File: config.mk
export PLATFORM = sky130hd
export DESIGN_NAME = sys_io_top
export DESIGN_NICKNAME = d
export VERILOG_FILES = /design/src/logic/sys_io_pkg.sv /design/src/logic/sys_cfg_if.sv /design/src/logic/sys_io_top.sv /design/src/logic/panel_io.sv /design/src/logic/video_sync_out.sv /design/src/logic/csync_gen.sv /design/src/logic/sync_polarity_fix.sv /design/src/logic/hps_cmd_decoder.sv
export SDC_FILE = /design/constraint.sdc
export NUM_CORES = 1
export LEC_CHECK = 0
export BUFFER_PORTS_ARGS = -buffer_cell sky130_fd_sc_hd__buf_2
export CAP_MARGIN = 10
export CORE_UTILIZATION = 44
export DETAILED_ROUTE_END_ITERATION = 7
export PLACE_DENSITY_LB_ADDON = 0.25
export SYNTH_ARGS = -nofsm -noshare
export SYNTH_HDL_FRONTEND = slang
export SYNTH_HIERARCHICAL = 1
export SYNTH_SLANG_ARGS = --single-unit
File: constraint.sdc
create_clock -name clk_sys -period 2.63 [get_ports clk_sys]
set_input_delay 0.526 -clock clk_sys [delete_from_list [all_inputs] [get_ports clk_sys]]
set_output_delay 0.526 -clock clk_sys [all_outputs]
set_load 0.1 [all_outputs]
File: src/logic/sys_io_pkg.sv
/*
 * Shared definitions of the host I/O block
 * Bus word types, host command codes, LED bit positions and reset values
 */
package sys_io_pkg;

	//////////////////////////////
	// Types

	typedef logic [15:0] io_word_t;
	typedef logic [7:0]  led_byte_t;
	typedef logic [4:0]  vol_att_t;
	typedef logic [7:0]  cmd_code_t;

	// Command word or data words of a transfer
	typedef enum logic {
		PH_CMD,
		PH_DATA
	} cmd_phase_t;

	//////////////////////////////
	// Host commands

	localparam cmd_code_t CMD_CFG    = 8'h01;
	localparam cmd_code_t CMD_STATUS = 8'h20;
	localparam cmd_code_t CMD_LED    = 8'h25;
	localparam cmd_code_t CMD_VOL    = 8'h26;

	// Composite sync enable inside the configuration word
	localparam int CFG_CSYNC_BIT = 3;

	localparam io_word_t STATUS_READY = 16'd3;

	// Main board LED byte layout
	localparam int LED_BIT_USER  = 0;
	localparam int LED_BIT_DISK  = 2;
	localparam int LED_BIT_POWER = 4;

	// Values after reset
	localparam vol_att_t  VOL_ATT_RESET = '1;
	localparam led_byte_t LED_ALL_OFF   = '1;

endpackage
File: src/logic/sys_cfg_if.sv
/*
 * Decoded host settings
 * Carries register values from the command decoder to the video and panel logic
 */
`timescale 1ns/1ps

interface sys_cfg_if;

	logic                  csync_en;
	sys_io_pkg::led_byte_t led_overtake;
	sys_io_pkg::led_byte_t led_state;
	sys_io_pkg::vol_att_t  vol_att;

	modport decoder (
		output csync_en,
		output led_overtake,
		output led_state,
		output vol_att
	);

	modport video (
		input csync_en
	);

	modport panel (
		input led_overtake,
		input led_state
	);

endinterface

File: src/logic/sys_io_top.sv
/*
 * Host I/O block top level
 * Command decoder, sync output path and front panel logic on one clock
 */
`timescale 1ns/1ps

module sys_io_top #(
	parameter int DEB_DIV    = 100000,
	parameter int SYNC_CNT_W = 16
) (
	input  logic                  clk_sys,
	input  logic                  i_rst,
	// Host word bus
	input  logic                  i_io_uio,
	input  logic                  i_io_strobe,
	input  sys_io_pkg::io_word_t  i_io_din,
	output sys_io_pkg::io_word_t  o_io_dout,
	// Video sync
	input  logic                  i_hs,
	input  logic                  i_vs,
	output logic                  o_hs,
	output logic                  o_vs,
	// Buttons
	input  logic                  i_btn_user_n,
	input  logic                  i_btn_osd_n,
	output logic                  o_btn_user,
	output logic                  o_btn_osd,
	// Core LED requests
	input  logic                  i_led_user,
	input  logic [1:0]            i_led_power,
	input  logic [1:0]            i_led_disk,
	// LED outputs
	output sys_io_pkg::led_byte_t o_led,
	output logic                  o_led_power_n,
	output logic                  o_led_hdd_n,
	output logic                  o_led_user_n,
	output sys_io_pkg::vol_att_t  o_vol_att
);

	sys_cfg_if cfg ();

	// Attenuation goes to an external audio block
	assign o_vol_att = cfg.vol_att;

	hps_cmd_decoder i_decoder (
		.clk_sys     (clk_sys),
		.i_rst       (i_rst),
		.i_io_uio    (i_io_uio),
		.i_io_strobe (i_io_strobe),
		.i_io_din    (i_io_din),
		.o_io_dout   (o_io_dout),
		.cfg         (cfg.decoder)
	);

	video_sync_out #(
		.SYNC_CNT_W (SYNC_CNT_W)
	) i_video (
		.clk_sys (clk_sys),
		.i_rst   (i_rst),
		.i_hs    (i_hs),
		.i_vs    (i_vs),
		.o_hs    (o_hs),
		.o_vs    (o_vs),
		.cfg     (cfg.video)
	);

	panel_io #(
		.DEB_DIV (DEB_DIV)
	) i_panel (
		.clk_sys       (clk_sys),
		.i_rst         (i_rst),
		.i_btn_user_n  (i_btn_user_n),
		.i_btn_osd_n   (i_btn_osd_n),
		.i_led_user    (i_led_user),
		.i_led_power   (i_led_power),
		.i_led_disk    (i_led_disk),
		.o_btn_user    (o_btn_user),
		.o_btn_osd     (o_btn_osd),
		.o_led         (o_led),
		.o_led_power_n (o_led_power_n),
		.o_led_hdd_n   (o_led_hdd_n),
		.o_led_user_n  (o_led_user_n),
		.cfg           (cfg.panel)
	);

endmodule

File: src/logic/panel_io.sv
/*
 * Front panel buttons and LEDs
 * Debounces the user and OSD buttons on a slow tick and builds the LED
 * outputs from core requests or the host override
 */
`timescale 1ns/1ps

module panel_io #(
	parameter int DEB_DIV = 100000
) (
	input  logic                  clk_sys,
	input  logic                  i_rst,
	input  logic                  i_btn_user_n,
	input  logic                  i_btn_osd_n,
	input  logic                  i_led_user,
	input  logic [1:0]            i_led_power,
	input  logic [1:0]            i_led_disk,
	output logic                  o_btn_user,
	output logic                  o_btn_osd,
	output sys_io_pkg::led_byte_t o_led,
	output logic                  o_led_power_n,
	output logic                  o_led_hdd_n,
	output logic                  o_led_user_n,
	sys_cfg_if.panel              cfg
);

	localparam int DIV_W = (DEB_DIV > 1) ? $clog2(DEB_DIV) : 1;

	logic [DIV_W-1:0]      div_cnt;
	logic                  tick;
	logic [1:0]            btn_raw;
	logic [1:0][7:0]       btn_hist;
	logic [1:0]            btn_q;
	logic                  lit_p;
	logic                  lit_d;
	logic                  lit_u;
	sys_io_pkg::led_byte_t req_led;
	sys_io_pkg::led_byte_t led_next;

	//////////////////////////////
	// Debounce

	assign tick = (div_cnt == DIV_W'(DEB_DIV - 1));

	always_ff @(posedge clk_sys) begin
		if (i_rst || tick) begin
			div_cnt <= '0;
		end else begin
			div_cnt <= div_cnt + 1'b1;
		end
	end

	// Index 0 is user, 1 is OSD
	assign btn_raw = ~{i_btn_osd_n, i_btn_user_n};

	always_ff @(posedge clk_sys) begin
		if (i_rst) begin
			btn_hist <= '0;
			btn_q    <= '0;
		end else if (tick) begin
			for (int i = 0; i < 2; i++) begin
				btn_hist[i] <= {btn_hist[i][6:0], btn_raw[i]};
				if (&btn_hist[i]) begin
					btn_q[i] <= 1'b1;
				end else if (btn_hist[i] == '0) begin
					btn_q[i] <= 1'b0;
				end
			end
		end
	end

	assign o_btn_user = btn_q[0];
	assign o_btn_osd  = btn_q[1];

	//////////////////////////////
	// LEDs

	assign lit_p = i_led_power[1] ? ~i_led_power[0] : 1'b0;
	// Forced and automatic disk modes give the same level
	assign lit_d = ~i_led_disk[0];
	assign lit_u = i_led_user;

	always_comb begin
		req_led = '0;
		req_led[sys_io_pkg::LED_BIT_USER]  = lit_u;
		req_led[sys_io_pkg::LED_BIT_DISK]  = lit_d;
		req_led[sys_io_pkg::LED_BIT_POWER] = lit_p;
		// Board LEDs are active low
		led_next = ~((cfg.led_overtake & cfg.led_state) | (~cfg.led_overtake & req_led));
	end

	always_ff @(posedge clk_sys) begin
		if (i_rst) begin
			o_led         <= sys_io_pkg::LED_ALL_OFF;
			o_led_power_n <= 1'b1;
			o_led_hdd_n   <= 1'b1;
			o_led_user_n  <= 1'b1;
		end else begin
			o_led         <= led_next;
			o_led_power_n <= ~lit_p;
			o_led_hdd_n   <= ~lit_d;
			o_led_user_n  <= ~lit_u;
		end
	end

	// Output moves on a tick, to the level of its last eight samples
	a_btn_on_tick: assert property (
		@(posedge clk_sys) disable iff (i_rst)
		$changed(btn_q) |-> $past(tick)
			&& (!$changed(btn_q[0]) || $past(btn_hist[0]) == {8{btn_q[0]}})
			&& (!$changed(btn_q[1]) || $past(btn_hist[1]) == {8{btn_q[1]}})
	) else $error("button output changed without a tick and a uniform history");

endmodule

File: src/logic/video_sync_out.sv
/*
 * Video sync output path
 * Normalizes hsync and vsync to active high and selects plain or composite sync
 */
`timescale 1ns/1ps

module video_sync_out #(
	parameter int SYNC_CNT_W = 16
) (
	input  logic     clk_sys,
	input  logic     i_rst,
	input  logic     i_hs,
	input  logic     i_vs,
	output logic     o_hs,
	output logic     o_vs,
	sys_cfg_if.video cfg
);

	logic hs_fix;
	logic vs_fix;
	logic csync;
	logic hs_d;

	sync_polarity_fix #(
		.SYNC_CNT_W (SYNC_CNT_W)
	) i_fix_h (
		.clk_sys (clk_sys),
		.i_rst   (i_rst),
		.i_sync  (i_hs),
		.o_sync  (hs_fix)
	);

	sync_polarity_fix #(
		.SYNC_CNT_W (SYNC_CNT_W)
	) i_fix_v (
		.clk_sys (clk_sys),
		.i_rst   (i_rst),
		.i_sync  (i_vs),
		.o_sync  (vs_fix)
	);

	csync_gen #(
		.SYNC_CNT_W (SYNC_CNT_W)
	) i_csync (
		.clk_sys (clk_sys),
		.i_rst   (i_rst),
		.i_hs    (hs_fix),
		.i_vs    (vs_fix),
		.o_csync (csync)
	);

	// Plain hsync delayed to line up with csync
	always_ff @(posedge clk_sys) begin
		if (i_rst) begin
			hs_d <= 1'b0;
			o_hs <= 1'b0;
			o_vs <= 1'b0;
		end else begin
			hs_d <= hs_fix;
			o_hs <= cfg.csync_en ? csync : hs_d;
			o_vs <= vs_fix;
		end
	end

endmodule

File: src/logic/csync_gen.sv
/*
 * Composite sync generator
 * Passes hsync outside vsync. During vsync the hsync pulse is moved one
 * hsync width ahead of the line start and the result is inverted
 */
`timescale 1ns/1ps

module csync_gen #(
	parameter int SYNC_CNT_W = 16
) (
	input  logic clk_sys,
	input  logic i_rst,
	input  logic i_hs,
	input  logic i_vs,
	output logic o_csync
);

	logic                  prev_hs;
	logic                  hs_edge;
	logic                  hs_rise;
	logic [SYNC_CNT_W-1:0] h_cnt;
	logic [SYNC_CNT_W-1:0] line_len;
	logic [SYNC_CNT_W-1:0] hs_len;
	logic                  csync_hs;
	logic                  hs_next;

	assign hs_edge = prev_hs ^ i_hs;
	assign hs_rise = hs_edge & i_hs;

	// Shifted hsync pattern
	always_comb begin
		if (!i_vs) begin
			hs_next = i_hs;
		end else if (h_cnt == line_len) begin
			hs_next = 1'b1;
		end else if (hs_rise) begin
			hs_next = 1'b0;
		end else begin
			hs_next = csync_hs;
		end
	end

	always_ff @(posedge clk_sys) begin
		if (i_rst) begin
			prev_hs  <= 1'b0;
			h_cnt    <= '0;
			line_len <= '0;
			hs_len   <= '0;
			csync_hs <= 1'b0;
			o_csync  <= 1'b0;
		end else begin
			prev_hs <= i_hs;
			h_cnt   <= hs_edge ? '0 : h_cnt + 1'b1;
			// Low time minus pulse width marks the early pulse start
			if (hs_rise) begin
				line_len <= h_cnt - hs_len;
			end
			if (hs_edge && !i_hs) begin
				hs_len <= h_cnt;
			end
			csync_hs <= hs_next;
			o_csync  <= hs_next ^ i_vs;
		end
	end

endmodule

File: src/logic/sync_polarity_fix.sv
/*
 * Sync polarity normalizer
 * Compares high and low widths of a sync signal and inverts it if active low
 */
`timescale 1ns/1ps

module sync_polarity_fix #(
	parameter int SYNC_CNT_W = 16
) (
	input  logic clk_sys,
	input  logic i_rst,
	input  logic i_sync,
	output logic o_sync
);

	logic                  s1;
	logic                  s2;
	logic [SYNC_CNT_W-1:0] cnt;
	logic [SYNC_CNT_W-1:0] hi_len;
	logic [SYNC_CNT_W-1:0] lo_len;
	logic                  pol;

	assign o_sync = i_sync ^ pol;

	always_ff @(posedge clk_sys) begin
		if (i_rst) begin
			s1     <= 1'b0;
			s2     <= 1'b0;
			cnt    <= '0;
			hi_len <= '0;
			lo_len <= '0;
			pol    <= 1'b0;
		end else begin
			s1 <= i_sync;
			s2 <= s1;
			// Width counter restarts on each edge and saturates on a dead input
			if (s1 != s2) begin
				cnt <= '0;
			end else if (~&cnt) begin
				cnt <= cnt + 1'b1;
			end
			if (s1 && !s2) begin
				lo_len <= cnt;
			end
			if (!s1 && s2) begin
				hi_len <= cnt;
			end
			// Wider side is the inactive level
			pol <= (hi_len > lo_len);
		end
	end

	a_pol_after_edge: assert property (
		@(posedge clk_sys) disable iff (i_rst)
		$changed(pol) |-> $past(s1 != s2, 2)
	) else $error("sync polarity changed without an input edge");

endmodule

File: src/logic/hps_cmd_decoder.sv
/*
 * Host command decoder
 * First strobed word of a transfer selects the command, later words are data.
 * Holds the csync, LED override and volume settings and the status readback
 */
`timescale 1ns/1ps

module hps_cmd_decoder (
	input  logic                 clk_sys,
	input  logic                 i_rst,
	input  logic                 i_io_uio,
	input  logic                 i_io_strobe,
	input  sys_io_pkg::io_word_t i_io_din,
	output sys_io_pkg::io_word_t o_io_dout,
	sys_cfg_if.decoder           cfg
);

	sys_io_pkg::cmd_phase_t phase;
	sys_io_pkg::cmd_code_t  cmd;
	sys_io_pkg::cmd_code_t  din_code;
	logic                   cmd_stb;
	logic                   data_stb;

	assign din_code = i_io_din[7:0];
	assign cmd_stb  = i_io_uio && i_io_strobe && (phase == sys_io_pkg::PH_CMD);
	assign data_stb = i_io_uio && i_io_strobe && (phase == sys_io_pkg::PH_DATA);

	//////////////////////////////
	// Transfer phase and readback

	always_ff @(posedge clk_sys) begin
		if (i_rst) begin
			phase     <= sys_io_pkg::PH_CMD;
			o_io_dout <= '0;
		end else if (!i_io_uio) begin
			// Idle bus, next strobe is a command again
			phase     <= sys_io_pkg::PH_CMD;
			o_io_dout <= '0;
		end else if (i_io_strobe) begin
			o_io_dout <= '0;
			if (phase == sys_io_pkg::PH_CMD) begin
				phase <= sys_io_pkg::PH_DATA;
				if (din_code == sys_io_pkg::CMD_STATUS) begin
					o_io_dout <= sys_io_pkg::STATUS_READY;
				end
			end
		end
	end

	// Command byte, only read in the data phase
	always_ff @(posedge clk_sys) begin
		if (cmd_stb) begin
			cmd <= din_code;
		end
	end

	//////////////////////////////
	// Setting registers

	always_ff @(posedge clk_sys) begin
		if (i_rst) begin
			cfg.csync_en     <= 1'b0;
			cfg.led_overtake <= '0;
			cfg.led_state    <= '0;
			cfg.vol_att      <= sys_io_pkg::VOL_ATT_RESET;
		end else if (data_stb) begin
			case (cmd)
				sys_io_pkg::CMD_CFG: begin
					cfg.csync_en <= i_io_din[sys_io_pkg::CFG_CSYNC_BIT];
				end
				sys_io_pkg::CMD_LED: begin
					// Mask in the high byte, state in the low byte
					cfg.led_overtake <= i_io_din[15:8];
					cfg.led_state    <= i_io_din[7:0];
				end
				sys_io_pkg::CMD_VOL: begin
					cfg.vol_att <= i_io_din[4:0];
				end
				default: begin
				end
			endcase
		end
	end

	// Readback only inside an open status transfer
	a_dout_status: assert property (
		@(posedge clk_sys) disable iff (i_rst)
		(o_io_dout != '0) |->
			(phase == sys_io_pkg::PH_DATA) && (cmd == sys_io_pkg::CMD_STATUS)
	) else $error("readback nonzero outside a status transfer");

endmodule

After elaboration in Yosys (flattened, before gate mapping):

Cells that the tools add are included.

* bits in read-only memories: 0
* bits in registers: 248
* bits in latches: 0
* memories kept: 0
* logic and storage cells: 110
* bits in writable memories: 0
* input bits: 29

* multipliers: 0
* magnitude comparators: 2
* add/subtract/negate cells: 5
* divide/modulo/power cells: 0
* reductions and logical operators: 31
* eq/ne operators: 8
* bitwise logic cells: 17
* multiplexer cells: 11
* shift operators: 0

Operator list (count)
* $add A16 B1 Y16 const B: 3
* $gt A16 B16 Y1: 2
* $reduce_and A16 Y1: 2
* $eq A8 B6 Y1 const B: 3
* $add A17 B1 Y17 const B: 1
* $eq A17 B17 Y1 const B: 1
* $eq A16 B16 Y1: 1
* $logic_not A8 Y1: 2
* $mux W16: 1
* $not A8 Y8: 2
* $reduce_and A8 Y1: 2
* $sub A16 B16 Y16: 1
* $reduce_and A2 Y1: 5
* $mux W1: 9
* $and A8 B5 Y8: 1
* $and A8 B8 Y8: 1
* $eq A8 B1 Y1 const B: 1
* $logic_and A1 B1 Y1: 8
* $or A8 B8 Y8: 1
* $reduce_or A2 Y1: 4
* $not A1 Y1: 6
* $logic_not A1 Y1: 5
* $reduce_bool A2 Y1: 2
* $xor A1 B1 Y1: 4
* other kinds (5): 6

Logic depth before layout (Yosys ltp):

Gate-level depths: netlist (run 1).

* depth in word-level cells: 7
* depth in mapped cells: 9
* depth with buffers taken out: 9

Modules after synthesis:

The synthesis (run 1) kept the hierarchy.

By module, submodules not included
* sync_polarity_fix: area an instance 2558.7 sq um, sequential area each 1021.0 sq um, cells each 283, instances 2
* csync_gen: area an instance 2811.4 sq um, sequential area each 1021.0 sq um, cells each 319, instances 1
* panel_io: area an instance 1796.7 sq um, sequential area each 920.9 sq um, cells each 201, instances 1
* hps_cmd_decoder: area an instance 1491.4 sq um, sequential area each 720.7 sq um, cells each 140, instances 1
* video_sync_out: area an instance 91.3 sq um, sequential area each 60.1 sq um, cells each 7, instances 1

Worst setup path after synthesis (run 1):

OpenSTA, ideal clock, no wires.

* path type: reg2reg
* from: reg i_video.i_csync.h_cnt[0]
* to: reg i_video.i_csync.line_len[10]
* buffers on the path: 0
* slack: 434 ps
* data arrival time: 2078 ps
* stages on the path, launching flop included: 9
* period minus slack after synthesis: 2196 ps
* cells stage by stage: dfxtp_1 > inv_1 > ha_1 > fa_1 > nor2b_4 > o31a_1 > o31a_1 > or3_2 > a32o_1

* word-level cells in the longest chain between the ends: 1

RTL lines
* from (decl): RTL line csync_gen.sv:21 `logic [SYNC_CNT_W-1:0] h_cnt;`
* from (signal assigned): RTL line csync_gen.sv:53 `h_cnt <= hs_edge ? '0 : h_cnt + 1'b1;`
* $sub A16 B16 Y16: RTL line csync_gen.sv:56 `line_len <= h_cnt - hs_len;`
* to (signal assigned): RTL line csync_gen.sv:56
* to (decl): RTL line csync_gen.sv:22 `logic [SYNC_CNT_W-1:0] line_len;`

No other way between the ends.
A chain may end at the register's enable or synchronous reset.

Worst setup path after layout (run 1):

Same ends and word-level chain as after synthesis.

==> results of run 1 <==
==> layout by cell type (no fill, tap or decap), drive strengths merged, types with 7 or more instances in the layout <==
master / count
dfxtp: 226
nor2: 147
mux2i: 107
nand2: 77
inv: 76
buf: 74
a21oi: 59
ha: 57
nand2b: 53
o21ai: 42
clkbuf: 37
nand3: 32
xor2: 27
nand4: 27
xnor2: 26
nor3: 21
nor4: 21
conb: 14
a211oi: 11
nor2b: 11
a2111o: 10
edfxtp: 8
a22o: 8
or3: 8
nand3b: 7
a41oi: 7
==> layer usage <==
| metal | vias to the layer above | global-route usage, % | part of all wire (%) |
|---|---|---|---|
| li1 | 4346 | - | - |
| met1 | 3911 | 24.5 | 50 |
| met2 | 130 | 29.4 | 45 |
| met3 | 28 | 2.35 | 3.3 |
| met4 | 0 | 4.50 | 2.0 |
| met5 | - | 0 | 0 |
==> worst max-delay path, stage by stage, from the launching register on <==
cell                      delay [ns]
sky130_fd_sc_hd__dfxtp_1        0.36
sky130_fd_sc_hd__inv_1          0.07
sky130_fd_sc_hd__ha_1           0.18
sky130_fd_sc_hd__fa_1           0.26
sky130_fd_sc_hd__nor2b_4        0.05
sky130_fd_sc_hd__o31a_1         0.28
sky130_fd_sc_hd__o31a_1         0.31
sky130_fd_sc_hd__or3_2          0.46
sky130_fd_sc_hd__a32o_1         0.26
==> worst max path at each step <==
stage                             startpoint                           end  slack, ns  cells past startpoint
global route        i_video/i_csync/h_cnt[0]  i_video/i_csync/line_len[10]       0.17                      8
floorplan           i_video/i_csync/h_cnt[0]  i_video/i_csync/line_len[10]       0.43                      8
global placement                        i_hs    i_video/i_csync/hs_len[11]       0.29                      6
CTS                 i_video/i_csync/h_cnt[0]  i_video/i_csync/line_len[10]       0.27                      8
finish              i_video/i_csync/h_cnt[0]  i_video/i_csync/line_len[10]       0.28                      8
detailed placement                      i_hs    i_video/i_csync/hs_len[11]       0.25                      6
==> registers in the layout, indices dropped and copies added (netlist names), 2 cells and up <==
signal	cells
i_video/i_fix_h/cnt	16
i_video/i_csync/line_len	16
i_video/i_fix_v/cnt	16
i_panel/btn_q	2
i_decoder/cfg.vol_att	5
i_video/i_csync/h_cnt	16
i_decoder/cfg.led_state	8
i_video/i_fix_v/hi_len	16
i_video/i_fix_h/hi_len	16
i_video/i_fix_v/lo_len	16
i_panel/btn_hist	16
i_panel/o_led	8
i_video/i_fix_h/lo_len	16
i_decoder/cmd	8
i_decoder/cfg.led_overtake	8
i_panel/div_cnt	17
i_video/i_csync/hs_len	16
==> cells by family (layout without fill, tap and decap cells) <==
family / count (synthesis) / in the layout / share of synthesized area [%]
xor gates and xnor gates: 53 / 53 / 4.10
buffers and inverters: 152 / 194 / 5.95
muxes: 107 / 107 / 9.47
adders and majority gates: 58 / 58 / 6.48
other: 1 / 14 / 0.0332
and+or+nand+nor: 443 / 443 / 20.8
DFF: 234 / 234 / 42.1
AOI/OAI and AO/OA: 185 / 185 / 11.1
==> final cells by class <==
type / count / share of cell area, %
tap: 330 / 3.24
multi-input combinational: 860 / 46.5
clock buffer: 37 / 6.23
inverter: 76 / 2.24
sequential: 234 / 37.4
clock inverter: 7 / 0.865
timing repair buffer: 74 / 3.52
==> per-stage QoR <==
step | instance area, sq um | total power, mW | util (%) | setup slack [ns]
3_5_place_dp | 11800 | 4.32 | 47.0 | 0.247
5_1_grt | 12700 | 8.33 | 50.6 | 0.166
2_1_floorplan | 11400 | 4.19 | - | 0.434
6_report | 12700 | 8.03 | 50.6 | 0.280
4_1_cts | 12700 | 8.14 | 50.6 | 0.273
3_3_place_gp | 11800 | 4.32 | 47.0 | 0.285
==> power by group <==
| group | switching, mW | internal [mW] |
|---|---|---|
| Combinational | 0.395 | 0.183 |
| Sequential | 0.0426 | 3.62 |
| Clock | 1.43 | 2.37 |
| Total | 1.86 | 6.17 |
==> implementation parameters, run 1 <==
Parameter                              Value

Run status
  Outcome ... completed

Layout
  Antenna cells ... 0
  Final Instance Count excl. Fillers ... roughly 1600
  Storage element area ... ~0.0048 sq mm
  Area growth from synthesis to layout ... 12.6%
  Post-layout nets ... 1359
  Area of the multi-input gates ... about 0.0059 sq mm
  Filler cell count in the final layout ... approximately 2400
  Layout cells sized above 1 ... between 10 and 15%

Synthesis
  Flip-flop and latch count after synthesis ... 234
  Most frequent cell after synthesis ... sky130_fd_sc_hd__dfxtp_1
  Yosys synthesis warning count ... 6
  Average cell area after synthesis ... approximately 9 sq um
  Dominant synthesized flop cell ... sky130_fd_sc_hd__dfxtp_1
  Area share of the largest cell type after synthesis ... between 40 and 50%
  Library cells used by synthesis ... between 70 and 80
  Async S/R FF share, synth ... 0%
  Post-Synthesis Cells ... approximately 1200
  EDFF count, synth ... 8
  Combined area of all synthesized cells ... roughly 0.011 sq mm
  Cell types with the largest area share after synthesis ... sky130_fd_sc_hd__dfxtp_1, sky130_fd_sc_hd__mux2i_1, sky130_fd_sc_hd__ha_1, sky130_fd_sc_hd__nor2_1, sky130_fd_sc_hd__nand2b_1
  Most frequent cells after synthesis ... sky130_fd_sc_hd__dfxtp_1, sky130_fd_sc_hd__nor2_1, sky130_fd_sc_hd__mux2i_1
  Sequential-to-total area share from yosys stat ... a little over two fifths
  Largest area contributor in the netlist ... sky130_fd_sc_hd__dfxtp_1

Setup path
  Data arrival time of the worst path ... 2.76 ns
  RR Endpoint ... i_video/i_csync/line_len[10]
  Worst Reg-to-Reg Cells ... 8
  Largest driver fanout on the critical path ... 6
  Crit path launch type ... register
  Element type at the critical path end ... register
  Critical path class ... register to register
  Critical Path RT ... approximately 3.0 ns
  Slack of the worst reg-to-reg path ... 0.28 ns
  Reg2reg start ... i_video/i_csync/h_cnt[0]

Floorplanning
  Starting density of the core ... about 45%
  Die Height ... about 160 um
  Ports placed on the boundary ... 65
  Rows ... 58
  Std-Cell Core Area ... around 0.025 sq mm
  Die boundary width ... 162 um
  Die footprint ... between 0.02 and 0.03 sq mm

Global route
  Number of antenna violations at the first check in global routing ... 0
  Overflow left after global routing ... 0
  Global-route usage over all layers ... around 18%
  Pin count of the biggest net entering global routing ... between 60 and 70
  Vias in the first global route ... 8065
  Wire length of the first global-routing pass ... slightly below 40000 um

Clock network
  Count of clock tree sinks ... ~230
  Post-CTS Setup Bufs ... 0
  Maximum clock path buffer count ... 3
  Clock latency on the worst-skew pair ... between 0.5 and 0.6 ns
  Clock-pin transition on the worst setup and hold timing paths ... 0.06 ns
  Total CTS buffers ... 26
  CTS hold repair buffers ... 0
  Deepest level of the CTS H-tree ... 1
  CTS tree ... built
  Root buffer selected by CTS ... sky130_fd_sc_hd__clkbuf_16
  Cells resized by post-CTS repair ... 0

Place
  Routability-driven placement congestion ratio ... approximately 0.82
  Placed wire-length estimate ... ~16000 um
  Number of input and output port buffers inserted ... roughly 50
  Cells after DPL ... around 1600

Route
  DRC violation count after routing ... 0
  Via count ... between 8000 and 9000
  Avg Vias per Cell ... around 5.2
  Remaining antenna violation count after routing ... 0
  Total Wirelength ... 23000 um
  DRT iter0 DRCs ... between 400 and 500
  Per-cell routed wire length ... 14.2 um
  Number of iterations in the first detailed-routing pass ... 5

Pwr
  Worst IR Drop VDD ... approximately 0.00053 V
  Static leakage ... about 4.8 nW
  Pwr/cell area ... 631 mW/mm^2

Timing
  Max-slew violation total from the final report ... 0
  Least-Margin Pin Slew ... 1.07 ns
  Slew Limit Headroom ... between 20 and 30%
  Share of the clock period used by the worst path ... 89.4%
  Post-layout min period ... roughly 2.4 ns
  TNS Setup ... 0 ns
  Final count of negative-setup-slack endpoints ... 0
  Setup repair after global routing missed its margin ... false
  Final Hold Fails ... 0
  Hold slack final ... 0.186 ns
  Top achievable clock speed ... roughly 430 MHz
  Worst clock skew ... approximately 0.012 ns

Min path
  Worst hold start ... i_led_user
  End point of the worst hold path ... i_panel/o_led_user_n
  Type of the most critical hold path ... input port to register
  Number of instances on the worst hold path ... 2

Flow run
  Max Cap Viol ... 0
(Power assumes the default switching activity.)
==> inputs of run 2 (changes only) <==
==> constraint.sdc (replaced) <==
create_clock -name clk_sys -period 2.63 [get_ports clk_sys]
set_input_delay 0 -clock clk_sys [delete_from_list [all_inputs] [get_ports clk_sys]]
set_output_delay 0 -clock clk_sys [all_outputs]
set_load 0.1 [all_outputs]
==> implementation parameters, run 2 (synthesis gave the netlist of run 1 again) <==
Parameter                              Value

Clock network
  Deepest level of the CTS H-tree ... 1
  Count of clock tree sinks ... between 200 and 250
  CTS tree ... built
  Clock latency on the worst-skew pair ... 0.52 ns
  Total CTS buffers ... 26
  Maximum clock path buffer count ... 3
  Root buffer selected by CTS ... sky130_fd_sc_hd__clkbuf_16
  Clock-pin transition on the worst setup and hold timing paths ... 0.06 ns
  Post-CTS Setup Bufs ... 0

Place
  Post-Place Worst Slack ... approximately 0.31 ns
  Routability-driven placement congestion ratio ... 0.817
  Number of input and output port buffers inserted ... 49
  Placed wire-length estimate ... 15100 um
  Placed standard-cell area ... 0.0118 sq mm

Pwr
  Static leakage ... approximately 5.0 nW
  Pwr/cell area ... around 630 mW/mm^2
  Worst IR Drop VDD ... ~0.00050 V
  Power after layout ... ~8.2 mW

Setup path
  Critical Path RT ... slightly above 3 ns
  Largest driver fanout on the critical path ... 6
  Reg2reg start ... i_video/i_csync/h_cnt[0]
  RR Endpoint ... i_video/i_csync/line_len[10]
  Critical Path End ... i_video/i_csync/line_len[10]
  Worst setup path start ... i_video/i_csync/h_cnt[0]
  Data arrival time of the worst path ... between 2 and 3 ns
  Slack of the worst reg-to-reg path ... about 0.28 ns
  Element type at the critical path end ... register
  Critical path class ... register to register
  Crit path launch type ... register
  Worst Reg-to-Reg Cells ... 8

Timing
  Post-layout min period ... between 2 and 2.5 ns
  Crit path setup slack, layout ... between 0.2 and 0.3 ns
  Least-Margin Pin Slew ... 1.04 ns
  Final count of negative-setup-slack endpoints ... 0
  Share of the clock period used by the worst path ... around nine tenths
  Max-slew violation total from the final report ... 0
  TNS Setup ... 0 ns
  Worst clock skew ... a little over 0.006 ns
  Top achievable clock speed ... between 400 and 500 MHz
  Setup repair after global routing missed its margin ... false
  Final Hold Fails ... 0
  Slew Limit Headroom ... 31.0%
  Hold slack final ... approximately 0.21 ns

Floorplanning
  Die Height ... between 150 and 200 um
  Die boundary width ... roughly 160 um
  Die footprint ... 0.0263 sq mm
  Rows ... 58
  Ports placed on the boundary ... 65
  Starting density of the core ... between 40 and 50%
  Std-Cell Core Area ... roughly 0.025 sq mm

Run status
  Outcome ... completed

Route
  Number of iterations in the first detailed-routing pass ... 4
  Remaining antenna violation count after routing ... 0
  Via count ... roughly 8400
  Avg Vias per Cell ... between 5 and 6
  DRT iter0 DRCs ... roughly 350
  Per-cell routed wire length ... roughly 14 um
  DRC violation count after routing ... 0
  Total Wirelength ... 22300 um

Global route
  Pin count of the biggest net entering global routing ... between 60 and 70
  Overflow left after global routing ... 0
  Vias in the first global route ... between 8000 and 9000
  Number of antenna violations at the first check in global routing ... 0
  Wire length of the first global-routing pass ... between 30000 and 40000 um
  Global-route usage over all layers ... 17.3%

Layout
  Layout cells sized above 1 ... 10.5%
  Most frequent cells in the layout ... sky130_fd_sc_hd__dfxtp_1, sky130_fd_sc_hd__nor2_1, sky130_fd_sc_hd__mux2i_1, sky130_fd_sc_hd__inv_1, sky130_fd_sc_hd__nand2_1
  Biggest register ... i_panel/div_cnt
  Design area ... roughly 0.013 sq mm
  Antenna cells ... 0
  Area growth from synthesis to layout ... 15.3%
  Post-layout nets ... 1385
  Filler cell count in the final layout ... 2330
  Most common cell after layout, fill and taps aside ... sky130_fd_sc_hd__dfxtp_1
  Flip-flop count of the largest register, all copies and words added ... 17

Min path
  Type of the most critical hold path ... input port to register

Flow run
  Max Cap Viol ... 0
==> run 2: cell types whose count changed in the layout (fill, tap and decap cells not counted) <==
cell and change:
sky130_fd_sc_hd__clkbuf_1 +3, sky130_fd_sc_hd__clkbuf_8 -3, sky130_fd_sc_hd__dlygate4sd3_1 +29, sky130_fd_sc_hd__bufinv_16 +2
sky130_fd_sc_hd__buf_4 -3, sky130_fd_sc_hd__clkinv_2 +2
==> run 2: worst min-delay path by stage <==
stage | slack, ns | from | depth (start not counted) | endpoint
5_1_grt | 0.21 | i_led_user | 3 | i_panel/o_led_user_n
3_5_place_dp | 0.19 | i_led_user | 2 | i_panel/o_led_user_n
4_1_cts | 0.18 | i_led_user | 3 | i_panel/o_led_user_n
6_report | 0.21 | i_led_user | 3 | i_panel/o_led_user_n
3_3_place_gp | 0.19 | i_led_user | 2 | i_panel/o_led_user_n
2_1_floorplan | 0.07 | i_rst | 1 | i_video/o_hs
==> run 2: metrics by stage <==
stage	utilization [%]	std cells
floorplan	-	1246
global placement	46.9	1571
detailed placement	46.9	1571
CTS	51.8	1648
global route	51.8	1648
finish	51.8	1648
==> run 2: power by group <==
group	switching, mW	internal, mW
Combinational	0.394	0.204
Sequential	0.0402	3.62
Clock	1.44	2.50
Total	1.87	6.33
==> run 2: repair_timing <==
item,4_1_cts,5_1_grt
hold buffers,29,0
hold endpoints to repair,74,0
gates resized for setup,0,0
==> run 2: cell type report <==
type	instances	area (sq um)	share of cell area [%]
well taps	330	413	3.17
multi-input cells	860	5920	45.4
clock buffers	37	763	5.85
clock inverters	11	180	1.38
inverters	76	285	2.19
repair buffers	100	716	5.49
flip-flops and latches	234	4760	36.5
==> run 2: worst max-delay path: stages (launching register included) <==
cell	delay (ns)
sky130_fd_sc_hd__dfxtp_1	0.36
sky130_fd_sc_hd__inv_1	0.07
sky130_fd_sc_hd__ha_1	0.18
sky130_fd_sc_hd__fa_1	0.27
sky130_fd_sc_hd__nor2b_4	0.06
sky130_fd_sc_hd__o31a_1	0.27
sky130_fd_sc_hd__o31a_1	0.31
sky130_fd_sc_hd__or3_2	0.47
sky130_fd_sc_hd__a32o_1	0.26
==> run 2: layer usage <==
layer	GRT usage [%]	share of wire, %
met1	23.7	51
met2	28.6	45
met3	2.43	2.7
met4	4.29	2.0
met5	0	0
==> inputs of run 3 (changes only) <==
--- a/config.mk
+++ b/config.mk
@@ -5,11 +5,12 @@
 export SDC_FILE = /design/constraint.sdc
 export NUM_CORES = 1
 export LEC_CHECK = 0
+export ABC_AREA = 1
 export BUFFER_PORTS_ARGS = -buffer_cell sky130_fd_sc_hd__buf_2
 export CAP_MARGIN = 10
 export CORE_UTILIZATION = 44
 export DETAILED_ROUTE_END_ITERATION = 7
-export PLACE_DENSITY_LB_ADDON = 0.25
+export PLACE_DENSITY = 0.64
 export SYNTH_ARGS = -nofsm -noshare
 export SYNTH_HDL_FRONTEND = slang
 export SYNTH_HIERARCHICAL = 1
==> implementation parameters, run 3 <==
Parameter                              Value

Run status
  Outcome ... complete, but fails checks
  Failing checks ... DRC

Route
  Total Wirelength ... around 25000 um
  DRC violation count after routing ... 9
  Per-cell routed wire length ... about 12 um
  DRT iter0 DRCs ... 530
  Avg Vias per Cell ... around 4.9
  Via count ... around 10000
  Remaining antenna violation count after routing ... 0
  Number of iterations in the first detailed-routing pass ... 7

Synthesis
  Sequential-to-total area share from yosys stat ... between 40% and 50%
  Most frequent cells after synthesis ... sky130_fd_sc_hd__nand2_1, sky130_fd_sc_hd__inv_1, sky130_fd_sc_hd__dfxtp_1
  Library cells used by synthesis ... 42
  Flip-flop and latch count after synthesis ... 234
  Average cell area after synthesis ... 7.13 sq um
  Combined area of all synthesized cells ... about 0.012 sq mm
  Most frequent cell after synthesis ... sky130_fd_sc_hd__nand2_1
  Dominant synthesized flop cell ... sky130_fd_sc_hd__dfxtp_1
  Cell types with the largest area share after synthesis ... sky130_fd_sc_hd__dfxtp_1, sky130_fd_sc_hd__nand2_1, sky130_fd_sc_hd__inv_1, sky130_fd_sc_hd__nor2_1, sky130_fd_sc_hd__ha_1
  EDFF count, synth ... 8
  Async S/R FF share, synth ... 0%
  Post-Synthesis Cells ... 1644
  Yosys synthesis warning count ... 6
  Largest area contributor in the netlist ... sky130_fd_sc_hd__dfxtp_1
  Area share of the largest cell type after synthesis ... a little under 40%

Layout
  Area growth from synthesis to layout ... 13.9%
  Post-layout nets ... 1809
  Most common cell after layout, fill and taps aside ... sky130_fd_sc_hd__nand2_1
  Flip-flop count of the largest register, all copies and words added ... 17
  Biggest register ... i_panel/div_cnt
  Layout cells sized above 1 ... under 10%
  Most frequent cells in the layout ... sky130_fd_sc_hd__nand2_1, sky130_fd_sc_hd__inv_1, sky130_fd_sc_hd__dfxtp_1, sky130_fd_sc_hd__nor2_1, sky130_fd_sc_hd__a21oi_1
  Antenna cells ... 0
  Final core area utilization ... between 50% and 60%
  Filler cell count in the final layout ... around 2600

Pwr
  Worst IR Drop VDD ... approximately 0.00053 V
  Pwr/cell area ... between 600 and 700 mW/mm^2
  Static leakage ... 6.08 nW
  Power after layout ... 8.85 mW

Timing
  Final Hold Fails ... 0
  Max-slew violation total from the final report ... 0
  Top achievable clock speed ... slightly below 500 MHz
  Crit path setup slack, layout ... roughly 0.58 ns
  Share of the clock period used by the worst path ... between 70 and 80%
  Post-layout min period ... ~2.0 ns
  Worst clock skew ... 0.00929 ns
  Hold slack final ... approximately 0.22 ns
  Least-Margin Pin Slew ... ~0.74 ns
  TNS Setup ... 0 ns
  Slew Limit Headroom ... between 50% and 60%
  Final count of negative-setup-slack endpoints ... 0
  Setup repair after global routing missed its margin ... false

Min path
  Type of the most critical hold path ... input port to register
  End point of the worst hold path ... i_panel/o_led_hdd_n
  Number of instances on the worst hold path ... 3
  Worst hold start ... i_led_disk[0]

Setup path
  Critical path class ... register to register
  Element type at the critical path end ... register
  Data arrival time of the worst path ... ~2.5 ns
  Crit path launch type ... register
  Largest driver fanout on the critical path ... 5
  Reg2reg start ... i_video/i_csync/h_cnt[0]
  Worst Reg-to-Reg Cells ... 11
  Slack of the worst reg-to-reg path ... a little under 0.6 ns
  RR Endpoint ... i_video/i_csync/line_len[8]
  Critical Path RT ... between 3 and 4 ns

Clock network
  Clock latency on the worst-skew pair ... approximately 0.52 ns
  Total CTS buffers ... 26
  Clock-pin transition on the worst setup and hold timing paths ... 0.06 ns
  CTS tree ... built
  Post-CTS Setup Bufs ... 0
  Maximum clock path buffer count ... 3
  Deepest level of the CTS H-tree ... 1
  Cells resized by post-CTS repair ... 0
  Count of clock tree sinks ... 234
  Root buffer selected by CTS ... sky130_fd_sc_hd__clkbuf_16
  CTS hold repair buffers ... 30

Global route
  Overflow left after global routing ... 0
  Global-route usage over all layers ... a little under a fifth
  Pin count of the biggest net entering global routing ... 35
  Number of antenna violations at the first check in global routing ... 0
  Vias in the first global route ... 9294
  Wire length of the first global-routing pass ... roughly 43000 um

Floorplanning
  Die boundary width ... between 150 and 200 um
  Rows ... 59
  Starting density of the core ... approximately 45%
  Ports placed on the boundary ... 65
  Die footprint ... 0.0273 sq mm
  Std-Cell Core Area ... roughly 0.026 sq mm
  Die Height ... roughly 170 um

Place
  Post-Place Worst Slack ... 0.615 ns
  Number of input and output port buffers inserted ... 49
  Placed wire-length estimate ... between 15000 and 20000 um
  Routability-driven placement congestion ratio ... about 0.85

Flow run
  Max Cap Viol ... 0
[run 3: through the flow]
stage | cells | cell area (sq um)
2_1_floorplan | 1657 | 11800
3_3_place_gp | 1999 | 12200
3_5_place_dp | 1999 | 12200
4_1_cts | 2077 | 13400
5_1_grt | 2077 | 13400
6_report | 2077 | 13400
[run 3: per-layer routing]
metal | track usage, % | vias up | part of all wire (%)
met5 | 0 | - | 0
met2 | 32.2 | 148 | 47
met3 | 2.65 | 37 | 3.8
li1 | - | 5344 | -
met1 | 24.5 | 4572 | 47
met4 | 5.05 | 0 | 1.9
[run 3: area by class of cell]
type | instances | area [sq um] | share of cell area (%)
clock buffers | 39 | 751 | 5.62
clock inverters | 9 | 92.6 | 0.693
inverters | 265 | 996 | 7.46
multi-input cells | 1102 | 5680 | 42.5
flip-flops and latches | 234 | 4760 | 35.7
well taps | 335 | 419 | 3.14
repair buffers | 93 | 651 | 4.87
[run 3: worst max-delay path, stage by stage, from the launching register on]
cell                      delay, ns
sky130_fd_sc_hd__dfxtp_1       0.39
sky130_fd_sc_hd__inv_1         0.10
sky130_fd_sc_hd__ha_1          0.24
sky130_fd_sc_hd__fa_1          0.42
sky130_fd_sc_hd__inv_1         0.10
sky130_fd_sc_hd__nand3_1       0.07
sky130_fd_sc_hd__nand3_1       0.14
sky130_fd_sc_hd__a21oi_1       0.10
sky130_fd_sc_hd__or2_2         0.28
sky130_fd_sc_hd__nand3_1       0.07
sky130_fd_sc_hd__nand2_1       0.05
sky130_fd_sc_hd__inv_1         0.04
[run 3: kinds of logic after synthesis]
logic type	Yosys count	synth area share [%]
DFF	234	40.6
buffers and inverters	321	11.3
adders and majority gates	58	6.25
and+or+nand+nor	729	27.9
AOI/OAI and AO/OA	277	12.1
xor gates and xnor gates	24	1.79
other	1	0.0320
[run 3: how the worst max path moves through the flow]
stage / end / slack (ns) / startpoint / cells past startpoint
after floorplan: i_video/i_csync/line_len[8] / 0.80 / i_video/i_csync/h_cnt[0] / 11
after global placement: i_video/i_csync/line_len[8] / 0.63 / i_video/i_csync/h_cnt[0] / 11
after detailed placement: i_video/i_csync/line_len[8] / 0.62 / i_video/i_csync/h_cnt[0] / 11
after CTS: i_video/i_csync/line_len[8] / 0.59 / i_video/i_csync/h_cnt[0] / 11
after global routing: i_decoder/o_io_dout[0] / 0.43 / i_rst / 7
final: i_video/i_csync/line_len[8] / 0.58 / i_video/i_csync/h_cnt[0] / 11
[run 3: power by group]
group	internal, mW	switching (mW)
clock	2.16	1.43
combinational	0.472	0.927
sequential	3.76	0.110
